[src/source/table_if.sv]
`default_nettype none

// one predictor table seen from fetch, update and storage
interface table_if #(
    parameter type entry_t = logic [1:0],
    parameter int  idx_w   = 1
) ();

    // fetch-side lookup
    logic [idx_w-1:0] fetch_idx;
    entry_t           fetch_entry;

    // execute-side lookup, same state as fetch sees
    logic [idx_w-1:0] upd_idx;
    entry_t           upd_entry;

    logic             wr_en;
    logic [idx_w-1:0] wr_idx;
    entry_t           wr_entry;

    modport store (
        input  fetch_idx, upd_idx, wr_en, wr_idx, wr_entry,
        output fetch_entry, upd_entry
    );

    modport fetch (
        output fetch_idx,
        input  fetch_entry
    );

    modport update (
        output upd_idx, wr_en, wr_idx, wr_entry,
        input  upd_entry
    );

endinterface

`default_nettype wire

[src/source/pred_table.sv]
`default_nettype none

module pred_table #(
    parameter type    entry_t    = logic [1:0],
    parameter int     idx_w      = 1,
    parameter entry_t init_entry = '0
) (
    input wire     clk,
    input wire     rst,
    table_if.store tbl
);

    entry_t mem [2**idx_w];

    // whole array returns to its idle value on reset
    always_ff @(posedge clk or posedge rst) begin
        if (rst) begin
            for (int i = 0; i < 2**idx_w; i++) begin
                mem[i] <= init_entry;
            end
        end else if (tbl.wr_en) begin
            mem[tbl.wr_idx] <= tbl.wr_entry;
        end
    end

    // both reads are combinational and see pre-edge contents
    assign tbl.fetch_entry = mem[tbl.fetch_idx];
    assign tbl.upd_entry   = mem[tbl.upd_idx];

endmodule

`default_nettype wire

[src/flat_wrapper.sv]
// flat-port wrapper written by rule: the top's interface ports become plain ports
module pred_table_flat 
#(
    parameter type    entry_t    = logic [1:0],
    parameter int     idx_w      = 1,
    parameter entry_t init_entry = '0
)
  (clk, rst, tbl_fetch_idx, tbl_upd_idx, tbl_wr_en, tbl_wr_idx, tbl_wr_entry, tbl_fetch_entry, tbl_upd_entry);
  table_if #(.entry_t(entry_t), .idx_w(idx_w)) tbl_i ();
  input wire clk;
  input wire rst;
  input wire logic [$bits(tbl_i.fetch_idx)-1:0] tbl_fetch_idx;
  input wire logic [$bits(tbl_i.upd_idx)-1:0] tbl_upd_idx;
  input wire logic [$bits(tbl_i.wr_en)-1:0] tbl_wr_en;
  input wire logic [$bits(tbl_i.wr_idx)-1:0] tbl_wr_idx;
  input wire logic [$bits(tbl_i.wr_entry)-1:0] tbl_wr_entry;
  output wire logic [$bits(tbl_i.fetch_entry)-1:0] tbl_fetch_entry;
  output wire logic [$bits(tbl_i.upd_entry)-1:0] tbl_upd_entry;
  assign tbl_i.fetch_idx = tbl_fetch_idx;
  assign tbl_i.upd_idx = tbl_upd_idx;
  assign tbl_i.wr_en = tbl_wr_en;
  assign tbl_i.wr_idx = tbl_wr_idx;
  assign tbl_i.wr_entry = tbl_wr_entry;
  assign tbl_fetch_entry = tbl_i.fetch_entry;
  assign tbl_upd_entry = tbl_i.upd_entry;
  pred_table #(.entry_t(entry_t), .idx_w(idx_w), .init_entry(init_entry)) u_core (.clk(clk), .rst(rst), .tbl(tbl_i));
endmodule
[config.mk]
export PLATFORM = sky130hd
export DESIGN_NAME = pred_table_flat
export DESIGN_NICKNAME = d
export VERILOG_FILES = /design/src/source/table_if.sv /design/src/source/pred_table.sv /design/src/flat_wrapper.sv
export SDC_FILE = /design/constraint.sdc
export NUM_CORES = 1
export LEC_CHECK = 0
export CORE_AREA = 3 3 40 42
export DETAILED_ROUTE_END_ITERATION = 10
export DIE_AREA = 0 0 43 45
export DONT_BUFFER_PORTS = 1
export HOLD_SLACK_MARGIN = 0.15
export SKIP_CTS_REPAIR_TIMING = 1
export SLEW_MARGIN = 20
export SYNTH_ARGS = -nofsm -noshare
export SYNTH_HDL_FRONTEND = slang
export SYNTH_SLANG_ARGS = --single-unit
[constraint.sdc]
create_clock -name clk -period 1.02 [get_ports clk]
set_input_delay 0.102 -clock clk [delete_from_list [all_inputs] [get_ports clk]]
set_output_delay 0.102 -clock clk [all_outputs]
set_load 0.02 [all_outputs]
### Word-level counts from Yosys, hierarchy flattened

Index checks and enable logic that the tools add are counted.

* logic and storage cells: 19
* output and inout port bits: 4
* bits in registers: 4
* bits of input ports: 8

* multiplexer cells: 9
* reductions and logical operators: 1
* order comparisons: 4
* bitwise operators: 3

Operators with widths (number)
* 2-bit 2-to-1 mux: 7
* 2-bit greater-or-equal comparator, second input constant: 3
* 1-bit inverter with 2-bit output: 3
* 4-bit bitwise mux: 1
* 2-bit demux with 1-bit select: 1
* 2-bit by 1-bit less-than comparator with 1-bit output, second input constant: 1
* 1-bit logical AND: 1

### Longest topological paths before layout

Gate-level depths: netlist of run 1.

* depth in word-level cells: 6
* mapped depth: 2

### Worst setup path before layout of run 1

No wires, ideal clock.

* kind: register to output
* start point: register u_core.mem[0] (netlist name)
* end point: output tbl_fetch_entry[0]
* cell stages (with the launch flop): 2
* slack: 246 ps
* buffers on the path: 0
* arrival time: 672 ps
* path through: dfrtp_1 > mux2_2

* word-level cells in the longest chain between the ends: 3

RTL lines
* start, declared: line pred_table.sv:13 `entry_t mem [2**idx_w];`
* start signal, assigned by index: line pred_table.sv:19 `mem[i] <= init_entry;`
* start signal, assigned by index: line pred_table.sv:22 `mem[tbl.wr_idx] <= tbl.wr_entry;`
* 2-bit 2-to-1 mux (not written as such) (3 in a row): line pred_table.sv:27 `assign tbl.fetch_entry = mem[tbl.fetch_idx];`
* end, declared: line flat_wrapper.sv:17 `output wire logic [$bits(tbl_i.fetch_entry)-1:0] tbl_fetch_entry;`

Every way passes these cells. The select of a mux whose other input is x is not followed.

### Worst setup path in the final report of run 1

* start point: register u_core.mem[2] (netlist name)
* end point: output tbl_upd_entry[0]

* word-level cells in the longest chain between the ends: 3

RTL lines
* 2-bit 2-to-1 mux (not written as such) (3 in a row): line pred_table.sv:28 `assign tbl.upd_entry = mem[tbl.upd_idx];`
* end, declared: line flat_wrapper.sv:18 `output wire logic [$bits(tbl_i.upd_entry)-1:0] tbl_upd_entry;`

Every way passes these cells. The select of a mux whose other input is x is not followed.

==> results of run 1 <==
-- layout by cell type, fill, tap and decap left out --
| cell | synthesis | final |
|---|---|---|
| clkbuf_4 | 0 | 3 |
| dfrtp_1 | 4 | 4 |
| dlygate4sd3_1 | 0 | 4 |
| inv_1 | 1 | 1 |
| mux2_1 | 2 | 2 |
| mux2_2 | 6 | 2 |
| mux2_4 | 0 | 4 |
| nand2_2 | 1 | 1 |
| nor2b_4 | 1 | 1 |
-- area by class of cell --
type	instances	area share
well taps	15	0.0605
inverters	1	0.0121
repair buffers	4	0.129
clock buffers	3	0.0726
multi-input cells	10	0.403
flip-flops and latches	4	0.323
-- logic make-up after synthesis --
| kind of cell | after synthesis |
|---|---|
| AND/OR/NAND/NOR | 2 |
| multiplexers | 8 |
| flip-flops | 4 |
| buffers and inverters | 1 |
-- per-layer routing --
metal,vias to the layer above,global-route usage,share of wire
met3,0,0.0837,0.25
li1,67,-,-
met4,0,0.0723,0
met2,13,0.0838,0.50
met1,69,0.00971,0.24
met5,-,0,0
-- final timing paths --
kind	startpoint	slack (ns)	cells past startpoint	to
worst min register to register	u_core.mem[3]$_DFFE_PP0P_	0.52	1	u_core.mem[3]$_DFFE_PP0P_
worst max-delay path	u_core.mem[2]$_DFFE_PP0P_	-0.004	1	tbl_upd_entry[0]
min in group asynchronous	rst	0.20	2	u_core.mem[2]$_DFFE_PP0P_
worst min-delay path	tbl_wr_idx	0.13	2	u_core.mem[3]$_DFFE_PP0P_
worst max register to register	u_core.mem[0]$_DFFE_PP0P_	0.22	1	u_core.mem[0]$_DFFE_PP0P_
max in group asynchronous	rst	0.67	2	u_core.mem[1]$_DFFE_PP0P_
-- power by group through the flow --
stage | clock, mW | sequential, mW | combinational [mW]
floorplan | 0 | 0.196 | 0.0965
global placement | 0 | 0.199 | 0.105
detailed placement | 0 | 0.200 | 0.105
CTS | 0.205 | 0.198 | 0.106
global route | 0.207 | 0.202 | 0.137
finish | 0.187 | 0.200 | 0.132
-- through the flow --
| step | setup TNS, ns | cells |
|---|---|---|
| final | -0.00845 | 37 |
| after global placement | 0 | 30 |
| after global routing | -0.0906 | 37 |
| after detailed placement | 0 | 30 |
| after floorplan | 0 | 15 |
| after CTS | -0.138 | 33 |
==> impl_metrics.tcl, run 1 <==
set metrics [dict create \
    outcome "complete, but fails checks" \
    violations "setup timing" \
    synthSimpleGateAreaFrac 0.0936 \
    intPower_mw 0.386 \
    critPathTopFamily "flip-flops" \
    worstPathArrival_ns 0.92 \
    seqCellArea_um2 100 \
    worstPathBufferInverterCount 0 \
    synth_fa_ha_area_frac 0 \
    routedWlPerCell_um 11.4 \
    start_util 0.167 \
    hold_viol_final 0 \
    path_max_fanout 3 \
    finalSetupViolCount 2 \
    critPathKind "reg -> out" \
    crit_required_ns 0.92 \
    start_kind "flop" \
    grt_max_degree 5 \
    max_cap_violations 0 \
    rsz0062_at_grt "true" \
    routed_wl_um 420 \
    fin_util 0.241 \
    swShare 0.255 \
    clock-sinks 4 \
    clockPowerShare 0.360 \
    syn_inst 15 \
    portBuffers 0 \
    die_y_um 45 \
    fp.dieArea_um2 1940 \
    synthXorXnorAreaFrac 0 \
    root_buffer "clkbuf_4" \
    end_kind "output port" \
    min_path_type "in -> reg" \
    stdcell_area_um2 310 \
    core.rowCount 13 \
    hold-worst-slack_ns 0.134 \
    io_pins 12 \
    antenna_found_initial 0 \
    insertion_delay_ns 0.23 \
    vias_per_cell 4.03 \
    grt_pass1_wl_um 607 \
    max_freq_ghz 0.976 \
    drc 0 \
    reg_top3 "u_core.mem x4" \
    p_sw_mw 0.132 \
    dr_total_vias 149 \
    top_register "u_core.mem" \
    drt_iter0_drc 3 \
    pwr-share-seq 0.385 \
    synth.top_cell.area_share 0.468 \
    yosysSeqAreaShare 0.468 \
    drive_above_1_share 0.500 \
    synth_area_per_cell_um2 14.3 \
    syn_nets 23 \
    yosys-top-cells-count "6 x mux2_2, 4 x dfrtp_1, 2 x mux2_1" \
    die_w_um 43 \
    path_cells "mux2_4" \
    grt_pass1_vias 172 \
    largest_reg_flops 4 \
    synthToLayoutAreaGrowth_pct 45.0 \
    fillCellCount 133 \
    nNetsFinal 32 \
    fin_ws_ns -0.00448 \
    cts_tree "yes" \
    p_leak_nw 0.140 \
    slowest_stage "dfrtp_1" \
    ys_warn_count 0 \
    timing.slew.headroom 0.898 \
    place_congestion 0.678 \
    cts_buffers 3 \
    overflow 0 \
    comb_power_share 0.255 \
    path_clk_slew_ns 0.04 \
    tightestPinTransition_ns 0.153 \
    skew_ns 0 \
    yosysMostFrequentCell "mux2_2" \
    slew_violations 0 \
    synth_top_family_by_area "multiplexers" \
    critPathMaxStageDelay_ns 0.38 \
    cts_max_level 1 \
    dp_worst_setup_slack_ns 0.222 \
    multi_input_area_um2 125 \
    period_needed_ns 1.02 \
    core_um2 1280 \
    period_share 1.00 \
    clock_path_buffers 2 \
    synth_area_leader_cell "dfrtp_1" \
    firstDrtPassIters 2 \
    place_area_um2 233 \
    synthTopCellsByArea "dfrtp_1 47%, mux2_2 32%, mux2_1 11%" \
    netlist_area_um2 214 \
    vdd_drop_max_mv 0.296 \
    n_antenna_cell 0 \
    ant_nets 0 \
    synth_compound_area_frac 0 \
    synthDistinctLibCells 6 \
    synthFlopType "dfrtp_1" \
    powerDensity_nw_per_um2 1670 \
    ys_seq_elements 4 \
    async_flop_share 1.00 \
    track_usage 0.0543 \
    synth_mux_area_frac 0.421 \
    power_mw 0.519 \
    synth_edf_count 0 \
]
No activity file was read; power rests on OpenSTA's default activity.
==> inputs of run 2 (changes only) <==
==> constraint.sdc (replaced) <==
create_clock -name clk -period 1.02 [get_ports clk]
set_input_delay 0.051 -clock clk [delete_from_list [all_inputs] [get_ports clk]]
set_output_delay 0.051 -clock clk [all_outputs]
set_load 0.02 [all_outputs]
==> impl_metrics.tcl, run 2 (synthesized netlist as in run 1, its figures left out) <==
set metrics [dict create \
    start_kind "flop" \
    max_cap_violations 0 \
    fin_cells 39 \
    firstDrtPassIters 1 \
    path_clk_slew_ns 0.04 \
    pwr-share-seq 0.389 \
    rsz0062_at_grt "false" \
    antenna_found_initial 0 \
    period_needed_ns 0.986 \
    post-place-cells 30 \
    routedWlPerCell_um 11.9 \
    cts_tree "yes" \
    place_congestion 0.684 \
    clock_path_buffers 2 \
    hold-worst-slack_ns 0.150 \
    fin_ws_ns 0.0343 \
    grt_max_degree 5 \
    min_path_type "in -> async" \
    p_leak_nw 0.134 \
    period_share 0.966 \
    worstPathArrival_ns 0.93 \
    start_util 0.167 \
    top_register "u_core.mem" \
    routed_wl_um 465 \
    portBuffers 0 \
    tns_ns 0 \
    grt_pass1_wl_um 593 \
    r2r_slack_ns 0.23 \
    dr_total_vias 155 \
    powerDensity_nw_per_um2 1610 \
    dp_worst_setup_slack_ns 0.233 \
    die_w_um 43 \
    die_y_um 45 \
    slew_violations 0 \
    nNetsFinal 34 \
    cts_buffers 3 \
    r2r_end "u_core.mem[1]$_DFFE_PP0P_" \
    final_cell_mix "6 x mux2_2, 6 x dlygate4sd3_1, 4 x dfrtp_1" \
    largest_reg_flops 4 \
    vias_per_cell 3.97 \
    reg2regPathDepth 1 \
    r2r-start "u_core.mem[1]$_DFFE_PP0P_" \
    track_usage 0.0534 \
    reg_top3 "u_core.mem x4" \
    outcome "completed" \
    path_cells "mux2_2" \
    path_max_fanout 3 \
    clockPowerShare 0.365 \
    root_buffer "clkbuf_4" \
    comb_power_share 0.246 \
    drt_iter0_drc 0 \
    cts_max_level 1 \
    vdd_drop_max_mv 0.299 \
    insertion_delay_ns 0.23 \
    core_um2 1280 \
    finalSetupViolCount 0 \
    p_sw_mw 0.133 \
    stdcell_area_um2 315 \
    worstPathBufferInverterCount 0 \
    n_antenna_cell 0 \
    multi_input_area_um2 110 \
    end_kind "output port" \
    slowest_stage "dfrtp_1" \
    fp.dieArea_um2 1940 \
    hold_viol_final 0 \
    crit_required_ns 0.97 \
    overflow 0 \
    tightestPinTransition_ns 0.149 \
    timing.slew.headroom 0.901 \
    power_mw 0.508 \
    intPower_mw 0.375 \
    place_area_um2 233 \
    drc 0 \
    io_pins 12 \
    drive_above_1_share 0.458 \
    swShare 0.263 \
    core.rowCount 13 \
    seqCellArea_um2 100 \
    critPathTopFamily "flip-flops" \
    critPathMaxStageDelay_ns 0.38 \
    synthToLayoutAreaGrowth_pct 47.4 \
    clock-sinks 4 \
    max_freq_ghz 1.01 \
    skew_ns 0 \
    ant_nets 0 \
    fillCellCount 139 \
    critPathKind "reg -> out" \
    fin_util 0.245 \
    grt_pass1_vias 166 \
]
run 2: changes by cell type in the layout (fill, tap and decap cells not counted), sizes merged:
cell | before | now
dlygate4sd3 | 4 | 6
run 2: layout make-up:
cell class                 instances  share of cell area
multi-input combinational         10               0.349
sequential                         4               0.317
timing repair buffer               6               0.190
clock buffer                       3              0.0714
tap                               15              0.0595
inverter                           1              0.0119
run 2: per-layer routing:
layer	up-vias	GRT usage	routed length, um
li1	71	-	-
met2	13	0.0778	214
met1	71	0.0121	141
met5	-	0	0
met3	0	0.0717	108
met4	0	0.0904	0
run 2: worst max-delay path by stage:
stage | start | to | cells past startpoint
after global placement | u_core.mem[1]$_DFFE_PP0P_ | u_core.mem[1]$_DFFE_PP0P_ | 1
after floorplan | u_core.mem[0]$_DFFE_PP0P_ | u_core.mem[0]$_DFFE_PP0P_ | 1
after global routing | u_core.mem[0]$_DFFE_PP0P_ | tbl_fetch_entry[0] | 1
final | u_core.mem[0]$_DFFE_PP0P_ | tbl_upd_entry[0] | 1
after detailed placement | u_core.mem[1]$_DFFE_PP0P_ | u_core.mem[1]$_DFFE_PP0P_ | 1
after CTS | u_core.mem[0]$_DFFE_PP0P_ | tbl_upd_entry[0] | 1
run 2: power by group through the flow:
stage               registers, mW  logic, mW  clock network (mW)
global route                0.201      0.131               0.201
global placement            0.198      0.105                   0
finish                      0.198      0.125               0.185
detailed placement          0.200      0.105                   0
floorplan                   0.196     0.0965                   0
CTS                         0.198      0.106               0.204
